$ cat config.mk
export PLATFORM = sky130hd
export DESIGN_NAME = dot_product_unit
export DESIGN_NICKNAME = d
export VERILOG_FILES = /design/src/common/dot_pkg.sv /design/src/source/dot_product_unit.sv /design/src/source/dot_accumulate.sv /design/src/group_add/group_add.sv /design/src/group_mac/group_mac.sv
export SDC_FILE = /design/constraint.sdc
export NUM_CORES = 2
export LEC_CHECK = 0
export BUFFER_PORTS_ARGS = -buffer_cell sky130_fd_sc_hd__buf_2
export CORE_ASPECT_RATIO = 0.9
export CORE_MARGIN = 2
export CORE_UTILIZATION = 43
export DETAILED_ROUTE_END_ITERATION = 16
export PLACE_DENSITY = 0.72
export SLEW_MARGIN = 20
export SYNTH_ARGS = -nofsm -noshare
export SYNTH_HDL_FRONTEND = slang
export SYNTH_SLANG_ARGS = --single-unit
$ cat constraint.sdc
create_clock -name clk -period 6.3 [get_ports clk]
set_input_delay 1.26 -clock clk [delete_from_list [all_inputs] [get_ports clk]]
set_output_delay 1.26 -clock clk [all_outputs]
set_load 0.01 [all_outputs]
$ cat src/common/dot_pkg.sv
package dot_pkg;

    // ~~~~~~~~~~~~~~~~~~~~~~~~~~~~~~~~~~~~~~~~~~~~~~~~~~~~~~~~~~~~~~~~~~~~
    // sizes and latencies
    // ~~~~~~~~~~~~~~~~~~~~~~~~~~~~~~~~~~~~~~~~~~~~~~~~~~~~~~~~~~~~~~~~~~~~

    localparam int group_nb    = 4;   // lanes per beat.
    localparam int num_width   = 16;  // one number.
    localparam int fract_width = 8;   // q8.8 format.

    localparam int mac_latency = 2;   // beat to group_mac output.
    localparam int add_latency = 5;   // group_add input to output.

    localparam int group_width   = group_nb * num_width;
    localparam int product_width = 2 * num_width;

    // ~~~~~~~~~~~~~~~~~~~~~~~~~~~~~~~~~~~~~~~~~~~~~~~~~~~~~~~~~~~~~~~~~~~~
    // vector types
    // ~~~~~~~~~~~~~~~~~~~~~~~~~~~~~~~~~~~~~~~~~~~~~~~~~~~~~~~~~~~~~~~~~~~~

    // one signed fixed-point number.
    typedef logic signed [num_width-1:0] num_t;

    // lane 0 sits in the low bits.
    typedef logic [group_width-1:0] group_t;

    // full product before rescaling.
    typedef logic signed [product_width-1:0] product_t;

    // ~~~~~~~~~~~~~~~~~~~~~~~~~~~~~~~~~~~~~~~~~~~~~~~~~~~~~~~~~~~~~~~~~~~~
    // beat and strobe bundles
    // ~~~~~~~~~~~~~~~~~~~~~~~~~~~~~~~~~~~~~~~~~~~~~~~~~~~~~~~~~~~~~~~~~~~~

    typedef struct packed {
        logic   valid;   // beat present this cycle.
        logic   last;    // final beat of one dot product.
        group_t data;    // activations.
        group_t weight;  // weights.
    } beat_t;

    typedef struct packed {
        logic valid;
        logic last;
    } tag_t;

    // accumulator state.
    typedef enum logic {
        acc_idle,
        acc_run
    } acc_state_t;

endpackage
$ cat src/source/dot_product_unit.sv
module dot_product_unit (
    input  logic           clk,
    input  logic           reset,
    input  dot_pkg::beat_t up_beat,
    output logic           dn_valid,
    output dot_pkg::num_t  dn_data
);

    // ~~~~~~~~~~~~~~~~~~~~~~~~~~~~~~~~~~~~~~~~~~~~~~~~~~~~~~~~~~~~~~~~~~~~
    // internal wiring
    // ~~~~~~~~~~~~~~~~~~~~~~~~~~~~~~~~~~~~~~~~~~~~~~~~~~~~~~~~~~~~~~~~~~~~

    dot_pkg::group_t mac_data;  // rescaled lane products.
    dot_pkg::tag_t   mac_tag;   // strobes beside mac_data.
    dot_pkg::num_t   beat_sum;  // adder tree output.

    // ~~~~~~~~~~~~~~~~~~~~~~~~~~~~~~~~~~~~~~~~~~~~~~~~~~~~~~~~~~~~~~~~~~~~
    // pipeline
    // ~~~~~~~~~~~~~~~~~~~~~~~~~~~~~~~~~~~~~~~~~~~~~~~~~~~~~~~~~~~~~~~~~~~~

    // multiply each lane pair.
    group_mac group_mac_i (
        .clk      (clk),
        .reset    (reset),
        .up_beat  (up_beat),
        .mac_data (mac_data),
        .mac_tag  (mac_tag)
    );

    // sum the four lanes.
    group_add group_add_i (
        .clk     (clk),
        .up_data (mac_data),
        .dn_data (beat_sum)
    );

    // total the beats of one dot product.
    dot_accumulate dot_accumulate_i (
        .clk      (clk),
        .reset    (reset),
        .mac_tag  (mac_tag),
        .sum      (beat_sum),
        .dn_valid (dn_valid),
        .dn_data  (dn_data)
    );

endmodule

$ cat src/source/dot_accumulate.sv
module dot_accumulate (
    input  logic          clk,
    input  logic          reset,
    input  dot_pkg::tag_t mac_tag,
    input  dot_pkg::num_t sum,
    output logic          dn_valid,
    output dot_pkg::num_t dn_data
);

    // ~~~~~~~~~~~~~~~~~~~~~~~~~~~~~~~~~~~~~~~~~~~~~~~~~~~~~~~~~~~~~~~~~~~~
    // strobe alignment
    // ~~~~~~~~~~~~~~~~~~~~~~~~~~~~~~~~~~~~~~~~~~~~~~~~~~~~~~~~~~~~~~~~~~~~

    dot_pkg::tag_t tag_pipe [dot_pkg::add_latency];  // follows the adder tree.
    dot_pkg::tag_t tag_al;                           // lined up with sum.

    always_ff @(posedge clk) begin
        if (reset) begin
            for (int i = 0; i < dot_pkg::add_latency; i++) begin
                tag_pipe[i] <= '0;
            end
        end else begin
            tag_pipe[0] <= mac_tag;
            for (int i = 1; i < dot_pkg::add_latency; i++) begin
                tag_pipe[i] <= tag_pipe[i-1];
            end
        end
    end

    assign tag_al = tag_pipe[dot_pkg::add_latency-1];

    // ~~~~~~~~~~~~~~~~~~~~~~~~~~~~~~~~~~~~~~~~~~~~~~~~~~~~~~~~~~~~~~~~~~~~
    // accumulator
    // ~~~~~~~~~~~~~~~~~~~~~~~~~~~~~~~~~~~~~~~~~~~~~~~~~~~~~~~~~~~~~~~~~~~~

    dot_pkg::acc_state_t state;
    dot_pkg::acc_state_t state_next;
    dot_pkg::num_t       total;       // running sum of the beats.
    dot_pkg::num_t       total_next;

    // idle starts a fresh total from the incoming beat sum.
    always_comb begin
        if (state == dot_pkg::acc_idle) begin
            total_next = sum;
        end else begin
            total_next = total + sum;  // wraps at the number width.
        end
    end

    always_comb begin
        state_next = state;
        if (tag_al.valid) begin
            if (tag_al.last) begin
                state_next = dot_pkg::acc_idle;
            end else begin
                state_next = dot_pkg::acc_run;
            end
        end
    end

    always_ff @(posedge clk) begin
        if (reset) begin
            state    <= dot_pkg::acc_idle;
            dn_valid <= 1'b0;
        end else begin
            state    <= state_next;
            dn_valid <= tag_al.valid && tag_al.last;  // one-cycle pulse.
        end
    end

    always_ff @(posedge clk) begin
        if (tag_al.valid) begin
            total <= total_next;
        end
        if (tag_al.valid && tag_al.last) begin
            dn_data <= total_next;
        end
    end

    // ~~~~~~~~~~~~~~~~~~~~~~~~~~~~~~~~~~~~~~~~~~~~~~~~~~~~~~~~~~~~~~~~~~~~
    // checks
    // ~~~~~~~~~~~~~~~~~~~~~~~~~~~~~~~~~~~~~~~~~~~~~~~~~~~~~~~~~~~~~~~~~~~~

    // back-to-back results only when two last beats entered back to back.
    pulse_pairs_a : assert property (
        @(posedge clk) disable iff (reset)
        dn_valid && $past(dn_valid)
        |-> $past(mac_tag.valid && mac_tag.last, dot_pkg::add_latency + 1) &&
            $past(mac_tag.valid && mac_tag.last, dot_pkg::add_latency + 2)
    ) else $error("dot_accumulate: dn_valid held without two last beats");

endmodule

$ cat src/group_add/group_add.sv
module group_add (
    input  logic            clk,
    input  dot_pkg::group_t up_data,
    output dot_pkg::num_t   dn_data
);

    // pick one lane out of a group.
    function automatic dot_pkg::num_t lane(input dot_pkg::group_t g, input int idx);
        return g[idx*dot_pkg::num_width +: dot_pkg::num_width];
    endfunction

    // two-input add that wraps at the number width.
    function automatic dot_pkg::num_t add_wrap(input dot_pkg::num_t a, input dot_pkg::num_t b);
        return a + b;
    endfunction

    // reference sum over all lanes.
    function automatic dot_pkg::num_t sum_lanes(input dot_pkg::group_t g);
        dot_pkg::num_t acc;
        acc = '0;
        for (int i = 0; i < dot_pkg::group_nb; i++) begin
            acc = add_wrap(acc, lane(g, i));
        end
        return acc;
    endfunction

    // ~~~~~~~~~~~~~~~~~~~~~~~~~~~~~~~~~~~~~~~~~~~~~~~~~~~~~~~~~~~~~~~~~~~~
    // adder tree, fixed at four lanes
    // ~~~~~~~~~~~~~~~~~~~~~~~~~~~~~~~~~~~~~~~~~~~~~~~~~~~~~~~~~~~~~~~~~~~~

    dot_pkg::group_t up_data_r;        // input register.
    dot_pkg::num_t   pair_sum  [2];    // lanes 0+1 and 2+3.
    dot_pkg::num_t   pair_hold [2];    // balance stage.
    dot_pkg::num_t   total;            // final add.

    always_ff @(posedge clk) begin
        up_data_r <= up_data;
    end

    always_ff @(posedge clk) begin
        pair_sum[0] <= add_wrap(lane(up_data_r, 0), lane(up_data_r, 1));
        pair_sum[1] <= add_wrap(lane(up_data_r, 2), lane(up_data_r, 3));
    end

    always_ff @(posedge clk) begin
        pair_hold <= pair_sum;
    end

    always_ff @(posedge clk) begin
        total   <= add_wrap(pair_hold[0], pair_hold[1]);
        dn_data <= total;  // five stages from up_data.
    end

    // ~~~~~~~~~~~~~~~~~~~~~~~~~~~~~~~~~~~~~~~~~~~~~~~~~~~~~~~~~~~~~~~~~~~~
    // checks
    // ~~~~~~~~~~~~~~~~~~~~~~~~~~~~~~~~~~~~~~~~~~~~~~~~~~~~~~~~~~~~~~~~~~~~

    // counts edges until the pipeline history is filled.
    logic [2:0] warm_cnt = '0;

    always_ff @(posedge clk) begin
        if (warm_cnt != 3'(dot_pkg::add_latency)) begin
            warm_cnt <= warm_cnt + 3'd1;
        end
    end

    // output matches the wrapped lane sum from one pipeline depth ago.
    sum_matches_a : assert property (
        @(posedge clk)
        (warm_cnt == 3'(dot_pkg::add_latency)) &&
        !$isunknown($past(up_data, dot_pkg::add_latency))
        |-> dn_data == sum_lanes($past(up_data, dot_pkg::add_latency))
    ) else $error("group_add: dn_data is not the sum of the lanes");

endmodule

$ cat src/group_mac/group_mac.sv
module group_mac (
    input  logic            clk,
    input  logic            reset,
    input  dot_pkg::beat_t  up_beat,
    output dot_pkg::group_t mac_data,
    output dot_pkg::tag_t   mac_tag
);

    // ~~~~~~~~~~~~~~~~~~~~~~~~~~~~~~~~~~~~~~~~~~~~~~~~~~~~~~~~~~~~~~~~~~~~
    // stage one registers
    // ~~~~~~~~~~~~~~~~~~~~~~~~~~~~~~~~~~~~~~~~~~~~~~~~~~~~~~~~~~~~~~~~~~~~

    dot_pkg::tag_t    tag_r;     // strobes of the held beat.
    dot_pkg::group_t  data_r;    // held activations.
    dot_pkg::group_t  weight_r;  // held weights.

    // ~~~~~~~~~~~~~~~~~~~~~~~~~~~~~~~~~~~~~~~~~~~~~~~~~~~~~~~~~~~~~~~~~~~~
    // stage two arithmetic
    // ~~~~~~~~~~~~~~~~~~~~~~~~~~~~~~~~~~~~~~~~~~~~~~~~~~~~~~~~~~~~~~~~~~~~

    dot_pkg::num_t     data_lane   [dot_pkg::group_nb];
    dot_pkg::num_t     weight_lane [dot_pkg::group_nb];
    dot_pkg::product_t product     [dot_pkg::group_nb];
    dot_pkg::group_t   scaled;      // rescaled products, packed.

    always_ff @(posedge clk) begin
        if (reset) begin
            tag_r <= '0;
        end else begin
            tag_r.valid <= up_beat.valid;
            tag_r.last  <= up_beat.last;
        end
    end

    always_ff @(posedge clk) begin
        data_r   <= up_beat.data;
        weight_r <= up_beat.weight;
    end

    // split the held groups into lanes.
    always_comb begin
        for (int i = 0; i < dot_pkg::group_nb; i++) begin
            data_lane[i]   = data_r[i*dot_pkg::num_width +: dot_pkg::num_width];
            weight_lane[i] = weight_r[i*dot_pkg::num_width +: dot_pkg::num_width];
        end
    end

    // signed multiply, both operands extended to product width.
    always_comb begin
        for (int i = 0; i < dot_pkg::group_nb; i++) begin
            product[i] = dot_pkg::product_t'(data_lane[i]) *
                         dot_pkg::product_t'(weight_lane[i]);
        end
    end

    // drop the low fraction bits and keep one number width.
    always_comb begin
        for (int i = 0; i < dot_pkg::group_nb; i++) begin
            scaled[i*dot_pkg::num_width +: dot_pkg::num_width] =
                product[i][dot_pkg::fract_width +: dot_pkg::num_width];
        end
    end

    always_ff @(posedge clk) begin
        mac_data <= scaled;
    end

    always_ff @(posedge clk) begin
        if (reset) begin
            mac_tag <= '0;
        end else begin
            mac_tag <= tag_r;  // stays beside mac_data.
        end
    end

    // ~~~~~~~~~~~~~~~~~~~~~~~~~~~~~~~~~~~~~~~~~~~~~~~~~~~~~~~~~~~~~~~~~~~~
    // checks
    // ~~~~~~~~~~~~~~~~~~~~~~~~~~~~~~~~~~~~~~~~~~~~~~~~~~~~~~~~~~~~~~~~~~~~

    // a last strobe from upstream must always ride on a valid beat.
    last_needs_valid_a : assert property (
        @(posedge clk) disable iff (reset)
        mac_tag.last |-> mac_tag.valid
    ) else $error("group_mac: last strobe seen without valid");

endmodule

==> results.toml <==
[run_status]
status = "complete, but fails checks"
failed_checks = "design-rule violations"

[global_route]
grt_util_met1_pct = 26.0
grt_pass1_vias = 28600
grt_use_met3_pct = 2.98
globalRouteMet2Util_pct = 29.3
grt_pass1_wl_um = 146000
grt_overflow_total = 0
track_usage_pct = 18.3
top_usage_layer = "met2"
antenna_found_initial = 0
grt_max_degree = 19

[floorplanning]
fp.coreArea_mm2 = 0.0948
fp.dieArea_mm2 = 0.0984
initial_core_util_pct = 43.5
dieHeight_um = 298
num_rows = 107
ioPinCount = 149
die_w_um = 330

[route]
wl_um = 85900
drc = 4
num_vias = 26800
postRouteAntennaNets = 0
drtIter0Drc = 1409
route.detailed.wl_per_inst_um = 15.3
dr.pass1.iters = 13
viasPerCell = 4.76

[logic_synthesis]
synth_compound_area_share_pct = 3.79
yosysSeqAreaShare_pct = 20.2
synthSimpleGateAreaFrac_pct = 14.3
ys_warn_count = 0
synthAdderAreaFrac_pct = 46.6
synth_xor_area_share_pct = 4.29
syn_area_mm2 = 0.0412
synthTopCellsByCount = "1010 x inv_1, 748 x fa_1, 465 x nand2_1, 444 x and2_1, 368 x dfxtp_1"
synth_area_leaders = "fa_1 36%, dfxtp_1 18%, ha_1 10%"
netlist_instances = 4216
synth_flop_cell = "dfxtp_1"
synth.distinct_cells = 75
ys_async_sr_fraction_pct = 0
syn_nets = 5436
avgSynthCellArea_um2 = 9.78
yosysTopAreaCell = "fa_1"
synth_top_family_by_area = "adder cells"
synth-edff-count = 32
synth.mux.area_fraction_pct = 0.319
synth.most_common_cell = "inv_1"
netlist.area_leader.share_pct = 36.3
ys_ff_latch = 400

[clock_tree]
ctsHoldBuffers = 0
clock-sinks = 400
cts_root_buf = "clkbuf_16"
cts_buffers = 49
cts.clk_slew.worst_paths_ns = 0.06
max-clock-path-buffers = 3
cts_max_level = 2
insertion_delay_ns = 0.65
cts_tree = "done"

[setup_path]
crit_path_start_kind = "flip-flop"
worst-path-max-fanout = 16
startpoint = "group_mac_i.weight_r[35]$_DFF_P_"
required_ns = 6.87
end_kind = "flip-flop"
r2r-start = "group_mac_i.weight_r[35]$_DFF_P_"
worstPathArrival_ns = 6.58
crit_type = "reg -> reg"

[flow_run]
cap_violations = 0

[sta]
hold_viol_final = 0
slew_headroom_pct = 39.1
min_period_over_period_pct = 95.5
max_freq_mhz = 166
tightest_slew_ns = 0.913
finClkSkew_ns = 0.0291
slew_violations = 0
fin_tns_setup_ns = 0
finalSetupViolations = 0
period_needed_ns = 6.02
rsz0062_at_grt = "no"

[finish]
layout.nets = 5557
syn2layout_area_growth_pct = 9.65
num_antenna_cells = 0
drive_above_1_share_pct = 7.84
multi_input_area_mm2 = 0.0286
n_fill_cell = 8751
final-seq-area_mm2 = 0.00834

[min_path]
holdCritStartpoint = "group_mac_i.mac_data[7]$_DFF_P_"
hp-class = "reg -> reg"

[placed_design]
gp_congestion = 0.882
io_buffer_count = 148
dpl.hpwl_um = 70000
[cells in the final DEF, fill, tap and decap left out, drive strengths merged, types with 7 or more instances in the layout]
master and count:
and3 10, xor2 36, nor2b 33, nand3 24
o21a 20, a21o 23, a21oi 57, and2 445
a211oi 13, dfxtp 368, o21ai 40, fa 748
o31ai 13, nand2b 21, inv 1022, buf 204
mux2 9, nor2 90, nor3 34, or3 18
ha 340, clkinv 14, edfxtp 32, clkbuf 59
xnor2 148, a2111oi 7, nand2 465, nand4 11
[cells by family (layout without fill, tap and decap cells)]
logic type	Yosys count	count (layout)
mux	12	12
xor+xnor	188	188
compound gates	212	212
flops	400	400
simple gates	1171	1171
buf+inv	1145	1306
fa+ha+maj	1088	1088
[state kept, by name (all words and copies together) (netlist names), 16 cells and up]
register and cells:
dot_accumulate_i.total 16, dot_accumulate_i.dn_data 16, group_mac_i.weight_r 64, group_add_i.up_data_r 64, group_add_i.total 16, group_add_i.dn_data 16
group_mac_i.mac_data 64, group_add_i.pair_sum 32, group_add_i.pair_hold 32, group_mac_i.data_r 64
[worst paths after layout]
kind | endpoint | slack [ns] | depth (start not counted)
setup / recovery | group_mac_i.mac_data[47]$_DFF_P_ | 0.28 | 19
hold / removal | group_add_i.up_data_r[7]$_DFF_P_ | 0.31 | 0
setup reg to reg | group_mac_i.mac_data[47]$_DFF_P_ | 0.28 | 19
hold reg to reg | group_add_i.up_data_r[7]$_DFF_P_ | 0.31 | 0
[through the flow]
| step | area, um2 | setup slack (ns) | hold WS [ns] | cells | utilization [%] |
|---|---|---|---|---|---|
| after detailed placement | 43400 | 0.273 | 0.312 | 5539 | 45.8 |
| after CTS | 45200 | 0.246 | 0.300 | 5630 | 47.7 |
| final | 45200 | 0.284 | 0.307 | 5630 | 47.7 |
| after floorplan | 41200 | 0.454 | 0.310 | 4216 | - |
| after global placement | 43400 | 0.281 | 0.311 | 5539 | 45.8 |
| after global routing | 45200 | 0.0281 | 0.304 | 5630 | 47.7 |
[area by class of cell]
cell class              count  share of cell area [%]
multi-input cells        2671                    63.3
clock buffers              59                    3.00
repair buffers            204                    2.57
clock inverters            32                   0.866
flip-flops and latches    400                    18.4
inverters                1011                    8.40
well taps                1253                    3.47
[worst max-delay path, cell delays in order (launching register included)]
cell,delay [ns]
dfxtp_1,0.74
nand2_1,0.15
fa_1,0.50
inv_1,0.05
fa_1,0.48
ha_1,0.20
fa_1,0.48
inv_1,0.06
fa_1,0.48
fa_1,0.48
inv_1,0.04
ha_1,0.32
and3_1,0.21
a221oi_2,0.50
a211oi_1,0.20
o31ai_1,0.35
buf_4,0.18
a21oi_1,0.12
and4_1,0.22
nor3_1,0.18
[per-layer routing]
metal	up-vias	part of all wire, %	routed length, um
li1	12700	-	-
met1	13400	46	39200
met2	644	47	40100
met3	119	5.5	4700
met4	0	2.1	1840
met5	-	0	0
[what timing repair did]
item                                    4_1_cts  5_1_grt
endpoints found under the setup margin        0        4
buffers inserted                              0        0
gates resized for setup                       0        7
Power is left out: the tool's default activity adds up to more than one toggle a clock period on the data nets, which glitch-free logic cannot reach.
